**config.mk**
```make
export PLATFORM = sky130hd
export DESIGN_NAME = driver_top
export DESIGN_NICKNAME = d
export VERILOG_FILES = /design/src/source/host_chan_pkg.sv /design/src/source/driver_csr_pkg.sv /design/src/source/driver_csr_regs.sv /design/src/source/host_channel_tap.sv /design/src/source/afu_write_engine.sv /design/src/source/driver_top.sv
export SDC_FILE = /design/constraint.sdc
export NUM_CORES = 1
export LEC_CHECK = 0
export ABC_CLOCK_PERIOD_IN_PS = 3700
export CAP_MARGIN = 20
export CORE_MARGIN = 2
export CORE_UTILIZATION = 30
export DETAILED_ROUTE_END_ITERATION = 10
export DONT_BUFFER_PORTS = 1
export GPL_TIMING_DRIVEN = 0
export PLACE_DENSITY_LB_ADDON = 0.2
export SLEW_MARGIN = 20
export SYNTH_ARGS = -nofsm -noshare
export SYNTH_HDL_FRONTEND = slang
export SYNTH_SLANG_ARGS = --single-unit
export TNS_END_PERCENT = 5
```
**constraint.sdc**
```tcl
create_clock -name clk -period 3.7 [get_ports clk]
set_input_delay 0.37 -clock clk [delete_from_list [all_inputs] [get_ports clk]]
set_output_delay 0.37 -clock clk [all_outputs]
set_load 0.005 [all_outputs]
```
**src/source/host_chan_pkg.sv**
```systemverilog
//****************************************
// Host write channel definitions: line
// address, request tag and DSM line views
//****************************************

`default_nettype none

package host_chan_pkg;

    // One host line carries 128 data bits
    localparam int LINE_BITS = 128;
    localparam int ADDR_BITS = 32;
    localparam int MDATA_BITS = 16;

    // Host addresses count whole lines, not bytes
    typedef logic [ADDR_BITS-1:0] line_addr_t;
    typedef logic [MDATA_BITS-1:0] mdata_t;

    // Every write injected by the driver carries this tag
    // User logic must never issue a request with tag 0
    localparam mdata_t DRIVER_WRITE_TAG = 16'd0;

    // Status reply layout inside DSM line 1
    typedef struct packed {
        logic [62:0] pad;
        logic        written;
        logic [63:0] value;
    } dsm_status_t;

    // DSM line 0 holds the identifier, line 1 a status reply
    typedef union packed {
        logic [LINE_BITS-1:0] afu_id;
        dsm_status_t          status;
    } dsm_line_u;

endpackage

`default_nettype wire

```
**src/source/driver_csr_pkg.sv**
```systemverilog
//****************************************
// Driver register map, status indices
// and accelerator identifier
//****************************************

`default_nettype none

package driver_csr_pkg;

    localparam int CSR_ADDR_BITS = 3;
    localparam int CSR_DATA_BITS = 32;

    // Word address and data on the Wishbone register port
    typedef logic [CSR_ADDR_BITS-1:0] csr_addr_t;
    typedef logic [CSR_DATA_BITS-1:0] csr_data_t;

    // Register map
    localparam csr_addr_t REG_DSM_BASE = 3'd0;
    localparam csr_addr_t REG_ENG_BASE = 3'd1;
    localparam csr_addr_t REG_ENG_COUNT = 3'd2;
    localparam csr_addr_t REG_ENG_CTRL = 3'd3;
    localparam csr_addr_t REG_SREG_INDEX = 3'd4;

    // Status reply value written back to the DSM
    typedef logic [63:0] sreg_t;

    // Status register indices, anything else reads as zero
    localparam csr_data_t SREG_WRITES_ISSUED = 32'd0;
    localparam csr_data_t SREG_RESPONSES_SEEN = 32'd1;
    localparam csr_data_t SREG_DSM_BASE = 32'd2;

    // Identifier that software looks for in DSM line 0
    localparam logic [127:0] AFU_ID = 128'h6c1e_93a4_2f0b_47d8_b5e2_0a9c_3d71_e846;

endpackage

`default_nettype wire

```
**src/source/driver_csr_regs.sv**
```systemverilog
//****************************************
// Wishbone register block holding the DSM
// base, engine setup and status replies
//****************************************

`timescale 1ns/1ps
`default_nettype none

module driver_csr_regs
(
    input  logic                        clk,
    input  logic                        reset_n,
    input  logic                        wb_cyc,
    input  logic                        wb_stb,
    input  logic                        wb_we,
    input  driver_csr_pkg::csr_addr_t   wb_adr,
    input  driver_csr_pkg::csr_data_t   wb_dat_w,
    output driver_csr_pkg::csr_data_t   wb_dat_r,
    output logic                        wb_ack,
    input  logic                        eng_busy,
    input  logic                        eng_done,
    input  driver_csr_pkg::sreg_t       writes_issued,
    input  driver_csr_pkg::sreg_t       responses_seen,
    output host_chan_pkg::line_addr_t   dsm_base,
    output logic                        dsm_base_valid,
    output host_chan_pkg::line_addr_t   eng_base,
    output driver_csr_pkg::csr_data_t   eng_count,
    output logic                        eng_start,
    output driver_csr_pkg::sreg_t       sreg_rsp,
    output logic                        sreg_rsp_enable
);
    import host_chan_pkg::*;
    import driver_csr_pkg::*;

    logic      access;
    logic      wr_access;
    logic      rd_access;
    logic      sreg_req;
    csr_data_t sreg_index;
    csr_data_t rd_data;
    sreg_t     sreg_sel;

    // A new bus cycle is taken only while ack is low, so each access lasts two clocks
    assign access = wb_cyc && wb_stb && !wb_ack;
    assign wr_access = access && wb_we;
    assign rd_access = access && !wb_we;

    // Register writes land on the same edge that raises ack
    always_ff @(posedge clk)
    begin
        if (!reset_n)
        begin
            wb_ack <= 1'b0;
            dsm_base <= '0;
            dsm_base_valid <= 1'b0;
            eng_base <= '0;
            eng_count <= '0;
            sreg_index <= '0;
            eng_start <= 1'b0;
            sreg_req <= 1'b0;
            sreg_rsp_enable <= 1'b0;
        end
        else
        begin
            wb_ack <= access;
            // Start and status request are single-cycle strobes
            eng_start <= wr_access && (wb_adr == REG_ENG_CTRL) && wb_dat_w[0];
            sreg_req <= wr_access && (wb_adr == REG_SREG_INDEX);
            // The reply follows one cycle after the acknowledged index write
            sreg_rsp_enable <= sreg_req;
            if (wr_access)
            begin
                case (wb_adr)
                    REG_DSM_BASE:
                    begin
                        dsm_base <= line_addr_t'(wb_dat_w);
                        dsm_base_valid <= 1'b1;
                    end
                    REG_ENG_BASE: eng_base <= line_addr_t'(wb_dat_w);
                    REG_ENG_COUNT: eng_count <= wb_dat_w;
                    REG_SREG_INDEX: sreg_index <= wb_dat_w;
                    default: ;
                endcase
            end
        end
    end

    // Read mux, the engine control word reports busy and done
    always_comb
    begin
        case (wb_adr)
            REG_DSM_BASE: rd_data = csr_data_t'(dsm_base);
            REG_ENG_BASE: rd_data = csr_data_t'(eng_base);
            REG_ENG_COUNT: rd_data = eng_count;
            REG_ENG_CTRL: rd_data = {30'd0, eng_done, eng_busy};
            REG_SREG_INDEX: rd_data = sreg_index;
            default: rd_data = '0;
        endcase
    end

    always_ff @(posedge clk)
    begin
        if (rd_access)
        begin
            wb_dat_r <= rd_data;
        end
    end

    // Status value selected by the latched index
    always_comb
    begin
        case (sreg_index)
            SREG_WRITES_ISSUED: sreg_sel = writes_issued;
            SREG_RESPONSES_SEEN: sreg_sel = responses_seen;
            SREG_DSM_BASE: sreg_sel = sreg_t'(dsm_base);
            default: sreg_sel = '0;
        endcase
    end

    // Value is sampled alongside the enable strobe
    always_ff @(posedge clk)
    begin
        if (sreg_req)
        begin
            sreg_rsp <= sreg_sel;
        end
    end

endmodule

`default_nettype wire

```
**src/source/host_channel_tap.sv**
```systemverilog
//****************************************
// Host channel tap: passes user writes,
// fills idle slots with DSM writes and
// hides the driver's own write responses
//****************************************

`timescale 1ns/1ps
`default_nettype none

module host_channel_tap
(
    input  logic                                clk,
    input  logic                                reset_n,
    input  logic                                afu_wr_valid,
    input  host_chan_pkg::line_addr_t           afu_addr,
    input  host_chan_pkg::mdata_t               afu_mdata,
    input  logic [host_chan_pkg::LINE_BITS-1:0] afu_data,
    input  logic                                tx_alm_full,
    input  logic                                rx_wr_valid,
    input  host_chan_pkg::mdata_t               rx_mdata,
    input  host_chan_pkg::line_addr_t           dsm_base,
    input  logic                                dsm_base_valid,
    input  driver_csr_pkg::sreg_t               sreg_rsp,
    input  logic                                sreg_rsp_enable,
    output logic                                tx_wr_valid,
    output host_chan_pkg::line_addr_t           tx_addr,
    output host_chan_pkg::mdata_t               tx_mdata,
    output logic [host_chan_pkg::LINE_BITS-1:0] tx_data,
    output logic                                afu_alm_full,
    output logic                                afu_rx_valid,
    output host_chan_pkg::mdata_t               afu_rx_mdata
);
    import host_chan_pkg::*;
    import driver_csr_pkg::*;

    logic      did_afu_id_write;
    logic      id_pending;
    logic      slot_free;
    logic      send_id;
    logic      send_sreg;
    logic      sreg_rsp_enable_q;
    sreg_t     sreg_rsp_q;
    dsm_line_u id_line;
    dsm_line_u sreg_line;

    // User logic sees the host's back-pressure unchanged
    assign afu_alm_full = tx_alm_full;

    // A slot is free when the user is silent and the host can take a request
    assign slot_free = !afu_wr_valid && !tx_alm_full;

    // Identifier goes out once, as soon as the DSM base is known
    assign id_pending = dsm_base_valid && !did_afu_id_write;
    assign send_id = slot_free && id_pending;

    // Status reply waits behind a pending identifier write
    assign send_sreg = slot_free && !id_pending && sreg_rsp_enable_q;

    // DSM line images built through the two union views
    always_comb
    begin
        id_line.afu_id = AFU_ID;
        sreg_line = '0;
        sreg_line.status.value = sreg_rsp_q;
        sreg_line.status.written = 1'b1;
    end

    // Request merge, user traffic passes straight through by default
    always_comb
    begin
        tx_wr_valid = afu_wr_valid;
        tx_addr = afu_addr;
        tx_mdata = afu_mdata;
        tx_data = afu_data;
        if (send_id)
        begin
            tx_wr_valid = 1'b1;
            tx_addr = dsm_base;
            tx_mdata = DRIVER_WRITE_TAG;
            tx_data = id_line;
        end
        else if (send_sreg)
        begin
            // Status replies land in DSM line 1
            tx_wr_valid = 1'b1;
            tx_addr = dsm_base + line_addr_t'(1);
            tx_mdata = DRIVER_WRITE_TAG;
            tx_data = sreg_line;
        end
    end

    // Responses to driver writes never reach the user logic
    assign afu_rx_valid = rx_wr_valid && (rx_mdata != DRIVER_WRITE_TAG);
    assign afu_rx_mdata = rx_mdata;

    // The identifier flag only sets when the write really leaves
    always_ff @(posedge clk)
    begin
        if (!reset_n)
        begin
            did_afu_id_write <= 1'b0;
        end
        else if (send_id)
        begin
            did_afu_id_write <= 1'b1;
        end
    end

    // One status reply held at a time, later strobes are dropped while it waits
    always_ff @(posedge clk)
    begin
        if (!reset_n)
        begin
            sreg_rsp_enable_q <= 1'b0;
        end
        else if (send_sreg)
        begin
            sreg_rsp_enable_q <= 1'b0;
        end
        else if (!sreg_rsp_enable_q)
        begin
            sreg_rsp_enable_q <= sreg_rsp_enable;
        end
    end

    always_ff @(posedge clk)
    begin
        if (!sreg_rsp_enable_q && sreg_rsp_enable)
        begin
            sreg_rsp_q <= sreg_rsp;
        end
    end

endmodule

`default_nettype wire

```
**src/source/afu_write_engine.sv**
```systemverilog
//****************************************
// User write engine: fills a range of host
// lines and counts their write responses
//****************************************

`timescale 1ns/1ps
`default_nettype none

module afu_write_engine
(
    input  logic                                clk,
    input  logic                                reset_n,
    input  host_chan_pkg::line_addr_t           eng_base,
    input  driver_csr_pkg::csr_data_t           eng_count,
    input  logic                                eng_start,
    input  logic                                afu_alm_full,
    input  logic                                afu_rx_valid,
    input  host_chan_pkg::mdata_t               afu_rx_mdata,
    output logic                                afu_wr_valid,
    output host_chan_pkg::line_addr_t           afu_addr,
    output host_chan_pkg::mdata_t               afu_mdata,
    output logic [host_chan_pkg::LINE_BITS-1:0] afu_data,
    output logic                                eng_busy,
    output logic                                eng_done,
    output driver_csr_pkg::sreg_t               writes_issued,
    output driver_csr_pkg::sreg_t               responses_seen
);
    import host_chan_pkg::*;
    import driver_csr_pkg::*;

    logic       active;
    logic       rsp_in_run;
    csr_data_t  line_idx;
    csr_data_t  run_count;
    line_addr_t run_base;

    // One line per cycle while busy and the host is not almost full
    assign afu_wr_valid = eng_busy && !afu_alm_full;
    assign afu_addr = run_base + line_idx;

    // Tags start at 1, tag 0 belongs to the driver
    assign afu_mdata = mdata_t'(line_idx + 32'd1);
    assign afu_data = {(LINE_BITS / 32){line_idx}};

    // Only responses whose tag falls inside the current run are counted
    assign rsp_in_run = afu_rx_valid && (csr_data_t'(afu_rx_mdata) <= run_count);

    always_ff @(posedge clk)
    begin
        if (!reset_n)
        begin
            eng_busy <= 1'b0;
            eng_done <= 1'b0;
            active <= 1'b0;
            line_idx <= '0;
            run_count <= '0;
            run_base <= '0;
            writes_issued <= '0;
            responses_seen <= '0;
        end
        else if (eng_start && !active)
        begin
            // Setup is captured so a register rewrite cannot disturb the run
            eng_busy <= (eng_count != '0);
            eng_done <= 1'b0;
            active <= 1'b1;
            line_idx <= '0;
            run_count <= eng_count;
            run_base <= eng_base;
            writes_issued <= '0;
            responses_seen <= '0;
        end
        else
        begin
            if (afu_wr_valid)
            begin
                line_idx <= line_idx + 32'd1;
                writes_issued <= writes_issued + sreg_t'(1);
                // Busy drops once the final line has been sent
                if (line_idx + 32'd1 == run_count)
                begin
                    eng_busy <= 1'b0;
                end
            end
            if (rsp_in_run)
            begin
                responses_seen <= responses_seen + sreg_t'(1);
            end
            // Run completes when every line has been answered
            if (active && !eng_busy && (responses_seen == sreg_t'(run_count)))
            begin
                eng_done <= 1'b1;
                active <= 1'b0;
            end
        end
    end

endmodule

`default_nettype wire

```
**src/source/driver_top.sv**
```systemverilog
//****************************************
// Driver shell top: register block, host
// channel tap and user write engine
//****************************************

`timescale 1ns/1ps
`default_nettype none

module driver_top
(
    input  logic                                clk,
    input  logic                                reset_n,
    input  logic                                wb_cyc,
    input  logic                                wb_stb,
    input  logic                                wb_we,
    input  driver_csr_pkg::csr_addr_t           wb_adr,
    input  driver_csr_pkg::csr_data_t           wb_dat_w,
    output driver_csr_pkg::csr_data_t           wb_dat_r,
    output logic                                wb_ack,
    input  logic                                tx_alm_full,
    output logic                                tx_wr_valid,
    output host_chan_pkg::line_addr_t           tx_addr,
    output host_chan_pkg::mdata_t               tx_mdata,
    output logic [host_chan_pkg::LINE_BITS-1:0] tx_data,
    input  logic                                rx_wr_valid,
    input  host_chan_pkg::mdata_t               rx_mdata
);
    import host_chan_pkg::*;
    import driver_csr_pkg::*;

    // Register block to tap
    line_addr_t           dsm_base;
    logic                 dsm_base_valid;
    sreg_t                sreg_rsp;
    logic                 sreg_rsp_enable;

    // Register block to engine and back
    line_addr_t           eng_base;
    csr_data_t            eng_count;
    logic                 eng_start;
    logic                 eng_busy;
    logic                 eng_done;
    sreg_t                writes_issued;
    sreg_t                responses_seen;

    // Engine write path and filtered responses through the tap
    logic                 afu_wr_valid;
    line_addr_t           afu_addr;
    mdata_t               afu_mdata;
    logic [LINE_BITS-1:0] afu_data;
    logic                 afu_alm_full;
    logic                 afu_rx_valid;
    mdata_t               afu_rx_mdata;

    driver_csr_regs driver_csr_regs_inst (.*);

    host_channel_tap host_channel_tap_inst (.*);

    afu_write_engine afu_write_engine_inst (.*);

endmodule

`default_nettype wire

```
==> results_dict.tcl, run 1 <==
set metrics [dict create \
    die_h_um 306.6 \
    tightest_slew_ns 1.094 \
    yosys.area.top_type "dfxtp_1" \
    die_width_um 306.6 \
    powerDensity_mw_per_mm2 399.1 \
    ff_latch_area_mm2 0.01210 \
    grt_pass1_wl_um 168500 \
    grt-ovfl-total 0 \
    rows 110 \
    initial_core_util_pct 30.37 \
    place_congestion 0.9663 \
    path_max_fanout 5 \
    r2r_start "afu_write_engine_inst.run_count[9]" \
    dp_hpwl_um 93990 \
    ir_drop_mv 0.3514 \
    r2r_cells 12 \
    power.leakage_nw 11.28 \
    drtAntennaViolNets 0 \
    async_flop_share_pct 0 \
    htreeDepth 2 \
    synthTopCellsByArea "dfxtp_1, edfxtp_1, nand2_1" \
    crit_path_start "afu_write_engine_inst.run_base[0]" \
    dp_slack_ns -0.8063 \
    status "complete, but fails checks" \
    crit_arrival_ns 3.66 \
    cts-buffers-inserted 56 \
    drc 0 \
    fmax_mhz 247.9 \
    synth_area_per_cell_um2 8.602 \
    syn_area_mm2 0.02747 \
    hold_viol 0 \
    fin_nets 3401 \
    dieArea_mm2 0.09399 \
    grt_pass1_vias 23080 \
    multi_input_area_mm2 0.01444 \
    cts.path.max_buffers 3 \
    grt_max_degree 36 \
    syn_inst 3193 \
    synth-seq-area-share_pct 43.88 \
    synth_top_area_share_pct 26.39 \
    synth_most_common_cell "nand2_1" \
    setup_viol 5 \
    critPathRequiredTime_ns 3.33 \
    clk_pin_slew_ns 0.06 \
    r2r_setup_slack_ns 0.04 \
    cp-end-kind "output port" \
    synth-seq-cells 522 \
    area_growth_pct 15.96 \
    numPortBuffers 0 \
    synth_edf_count 160 \
    fin_worst_skew_ns 0.02378 \
    syn-num-nets 3303 \
    wl_per_cell_um 26.49 \
    firstDrtPassIters 6 \
    violations "negative setup slack" \
    tritoncts "yes" \
    final_max_slew_viol_count 0 \
    crit_path_end "tx_addr[24]" \
    antenna_found_initial 10 \
    drtIter0Drc 2631 \
    yosysUniqueCellTypes 75 \
    cts_sinks 522 \
    stdcell_count 4515 \
    slew_headroom_pct 26.51 \
    dp.cells 4378 \
    ys.flop_type "dfxtp_1" \
    max-cap-violations 0 \
    grt_util_all_layers_pct 24.59 \
    hold_class "primary input to flip-flop" \
    reg2reg_to "afu_write_engine_inst.responses_seen[52]" \
    viasPerCell 5.524 \
    drt_wl_total_um 119600 \
    tns_ns -0.9761 \
    vias 24940 \
    clock_latency_ns 0.64 \
    drive_above_1_share_pct 7.731 \
    clock-root-buffer "clkbuf_16" \
    setup_ws_ns -0.3347 \
    core-area_mm2 0.09042 \
    yosys_warnings 0 \
    rsz0062_at_grt "true" \
    start_kind "flip-flop" \
    critPathKind "flip-flop to output port" \
    ios 268 \
    min_period_ns 4.035 \
    final.fill_count 9465 \
    synth_common_cells "nand2_1, dfxtp_1, nor2_1, clkbuf_1, a21boi_0" \
    fin_crit_sh_pct 109.0 \
]
-- state kept, by name (all words and copies together) (netlist names), 64 cells and up --
signal,count
afu_write_engine_inst.writes_issued,64
afu_write_engine_inst.responses_seen,64
driver_csr_regs_inst.sreg_rsp,64
host_channel_tap_inst.sreg_rsp_q,64
-- cells in the final DEF, fill, tap and decap left out, types with 9 or more instances in the layout --
cell / n
a31oi_1: 12
or4_1: 40
inv_1: 55
clkbuf_1: 186
xor2_1: 98
buf_2: 18
a21oi_1: 171
o211ai_1: 12
nor4_1: 47
nor2b_1: 10
or3_1: 37
buf_1: 13
a21o_1: 60
mux2i_1: 78
clkbuf_2: 14
and4_1: 16
dfxtp_1: 333
and3_1: 65
clkbuf_16: 57
nand4_1: 57
o21a_1: 13
and2_1: 11
nand2_1: 599
a22o_1: 31
nor2_1: 270
dfxtp_2: 23
a221o_1: 42
clkinvlp_4: 9
o21ai_0: 81
ha_1: 48
buf_4: 24
dlygate4sd3_1: 34
a21boi_0: 195
bufinv_16: 13
nand2b_1: 12
edfxtp_1: 160
o31ai_1: 34
nor3_1: 27
xnor2_1: 85
nand3_1: 77
-- layout make-up --
type | count | area share, %
multi-input cells | 2360 | 45.33
flip-flops and latches | 522 | 38.00
clock buffers | 66 | 4.742
well taps | 1176 | 4.620
plain buffers | 247 | 3.312
clock inverters | 38 | 1.760
repair buffers | 49 | 1.571
inverters | 55 | 0.6482
diodes | 2 | 0.01571
-- power by group --
part | total (mW) | switching (mW) | internal, mW
logic | 0.380 | 0.267 | 0.112
clock network | 6.41 | 2.57 | 3.84
registers | 5.92 | 0.0320 | 5.89
total | 12.7 | 2.87 | 9.84
-- what timing repair did --
action,4_1_cts,5_1_grt
setup endpoints to repair,211,70
resized for setup,104,29
endpoints found under the hold margin,137,0
pin swaps,21,6
hold buffers,34,0
buffers inserted,6,0
-- how the worst min path moves through the flow --
stage	startpoint	end	slack [ns]	depth (start not counted)
after floorplan	driver_csr_regs_inst.sreg_rsp[0]	host_channel_tap_inst.sreg_rsp_q[0]	0.40	0
after global placement	driver_csr_regs_inst.sreg_rsp[18]	host_channel_tap_inst.sreg_rsp_q[18]	0.40	0
after detailed placement	driver_csr_regs_inst.sreg_rsp[11]	host_channel_tap_inst.sreg_rsp_q[11]	0.40	0
after CTS	rx_wr_valid	afu_write_engine_inst.responses_seen[3]	0.05	4
after global routing	rx_wr_valid	afu_write_engine_inst.responses_seen[3]	0.09	4
final	rx_wr_valid	afu_write_engine_inst.responses_seen[3]	0.08	4
-- per-stage QoR --
stage	power [mW]	utilization (%)	cell area (um2)	hold slack (ns)
3_5_place_dp	6.369	32.16	29080	0.4045
2_1_floorplan	6.231	-	27470	0.4003
5_1_grt	13.05	35.22	31850	0.09194
6_report	12.71	35.22	31850	0.07972
3_3_place_gp	6.367	32.00	28940	0.4009
4_1_cts	12.79	35.16	31800	0.05247
-- layer usage --
layer | share of wire, % | track usage (%)
met1 | 42 | 32.64
met2 | 46 | 39.86
met3 | 7.5 | 4.583
met4 | 3.9 | 8.858
met5 | 0.048 | 0
-- logic make-up (layout without fill, tap and decap cells) --
family	after synthesis	after routing	synth area share (%)
and+or+nand+nor	1317	1317	22.15
other	0	2	0
xor gates and xnor gates	185	185	6.000
muxes	79	79	2.884
buffers and inverters	311	455	4.556
AOI/OAI and AO/OA	727	727	18.13
DFF	522	522	43.88
adders and majority gates	52	52	2.396
-- critical path: stages, from the launching register on --
cell,delay [ns]
dfxtp_4,0.38
ha_4,0.18
fa_2,0.38
a211oi_2,0.25
o21ai_2,0.11
a221o_1,0.41
a311o_1,0.34
a311oi_2,0.38
mux2i_1,0.24
o21ai_1,0.08
o211ai_1,0.27
Note: power is estimated with default switching activity, not from simulation.
==> inputs of run 2 (changes only) <==
- RECOVER_POWER: unset -> 50
==> results_dict.tcl, run 2 (synthesized netlist as in run 1, its figures left out) <==
set metrics [dict create \
    drtAntennaViolNets 0 \
    firstDrtPassIters 6 \
    grt_pass1_vias 23080 \
    powerDensity_mw_per_mm2 400.4 \
    grt_max_degree 36 \
    grt_pass1_wl_um 168500 \
    fin_crit_sh_pct 109.2 \
    cts_sinks 522 \
    min_period_ns 4.039 \
    rows 110 \
    drtIter0Drc 2633 \
    setup_ws_ns -0.3386 \
    max-cap-violations 2 \
    viasPerCell 5.532 \
    die_width_um 306.6 \
    cts.path.max_buffers 3 \
    violations "max-capacitance violations, max-slew violations, negative setup slack" \
    fmax_mhz 247.6 \
    power.leakage_nw 11.24 \
    vias 24980 \
    tightest_slew_ns 1.662 \
    final_max_slew_viol_count 52 \
    htreeDepth 2 \
    cts-buffers-inserted 56 \
    antenna_found_initial 10 \
    ios 268 \
    slew_headroom_pct -11.03 \
    critPathRequiredTime_ns 3.33 \
    clk_pin_slew_ns 0.06 \
    layout_common_cells "nand2_1, dfxtp_1, nor2_1" \
    grt_util_all_layers_pct 24.59 \
    fin_worst_skew_ns 0.02117 \
    critPathKind "flip-flop to output port" \
    grt-ovfl-total 0 \
    final_common_cell "nand2_1" \
    post_dp_cell_area_mm2 0.02908 \
    final_core_util_pct 35.11 \
    die_h_um 306.6 \
    rsz0062_at_grt "true" \
    place_congestion 0.9663 \
    start_kind "flip-flop" \
    fin_nets 3401 \
    status "complete, but fails checks" \
    cp-end-kind "output port" \
    core-area_mm2 0.09042 \
    setup_viol 46 \
    clock-root-buffer "clkbuf_16" \
    drive_above_1_share_pct 7.402 \
    crit_arrival_ns 3.67 \
    dp_slack_ns -0.8063 \
    clock_latency_ns 0.64 \
    dp_hpwl_um 93990 \
    drc 0 \
    ir_drop_mv 0.3509 \
    initial_core_util_pct 30.37 \
    hold_class "primary input to flip-flop" \
    numPortBuffers 0 \
    dieArea_mm2 0.09399 \
    wl_per_cell_um 26.52 \
    area_growth_pct 15.60 \
    tritoncts "yes" \
    hold_viol 0 \
    stdcell_area_mm2 0.03175 \
    drt_wl_total_um 119700 \
    path_max_fanout 5 \
]
[run 2: cell types whose count changed in the layout (fill, tap and decap cells not counted), moves of 2 or more]
cell	previous run	this run
buf_6	4	2
clkbuf_1	186	196
dfxtp_1	333	335
buf_12	2	0
buf_1	13	9
[run 2: metrics by stage]
stage,total power [mW],hold WS [ns],setup TNS (ns),instances
5_1_grt,13.05,0.09194,-8.148,4515
6_report,12.71,0.08009,-3.450,4515
4_1_cts,12.79,0.05247,-1.163,4513
3_3_place_gp,6.367,0.4009,-181.06,4369
2_1_floorplan,6.231,0.4003,0,3193
3_5_place_dp,6.369,0.4045,-46.83,4378
[run 2: final timing paths]
check                                         start                                      end  depth (start not counted)  slack, ns
setup / recovery  afu_write_engine_inst.run_base[0]                              tx_addr[24]                         10      -0.34
hold / removal                          rx_wr_valid  afu_write_engine_inst.responses_seen[3]                          4       0.08
setup reg to reg     afu_write_engine_inst.eng_busy  afu_write_engine_inst.writes_issued[58]                         10      -0.03
hold reg to reg    driver_csr_regs_inst.sreg_rsp[8]      host_channel_tap_inst.sreg_rsp_q[8]                          0       0.41
[run 2: metal layers]
metal  vias up  GRT usage [%]  wire [um]
li1      11500              -          -
met1     12280          32.64      50700
met2       969          39.86      55450
met3       215          4.583       8832
met4         8          8.858       4688
met5         -              0         62
[run 2: worst max-delay path: stages (launching register included)]
cell	delay, ns
dfxtp_4	0.38
ha_4	0.18
fa_2	0.38
a211oi_2	0.25
o21ai_2	0.11
a221o_1	0.41
a311o_1	0.34
a311oi_2	0.38
mux2i_1	0.25
o21ai_1	0.09
o211ai_1	0.26
[run 2: power by group]
group,total (mW),switching (mW),internal [mW]
sequential,5.92,0.0318,5.89
clock,6.41,2.57,3.84
combinational,0.377,0.267,0.110
[run 2: final cells by class]
type                       count  area (um2)
sequential                   522       12100
multi-input combinational   2360       14420
inverter                      55       206.4
timing repair buffer          49       426.7
clock buffer                  66        1510
buffer                       247        1054
fill                        9479       58670
antenna                        2       5.005
tap                         1176        1471
clock inverter                38       560.5
[run 2: timing repair]
item,in CTS,in global routing
setup endpoints to repair,211,70
hold buffers,34,0
pin swaps,21,6
endpoints found under the hold margin,137,0
resized for setup,104,29
setup buffers,6,0
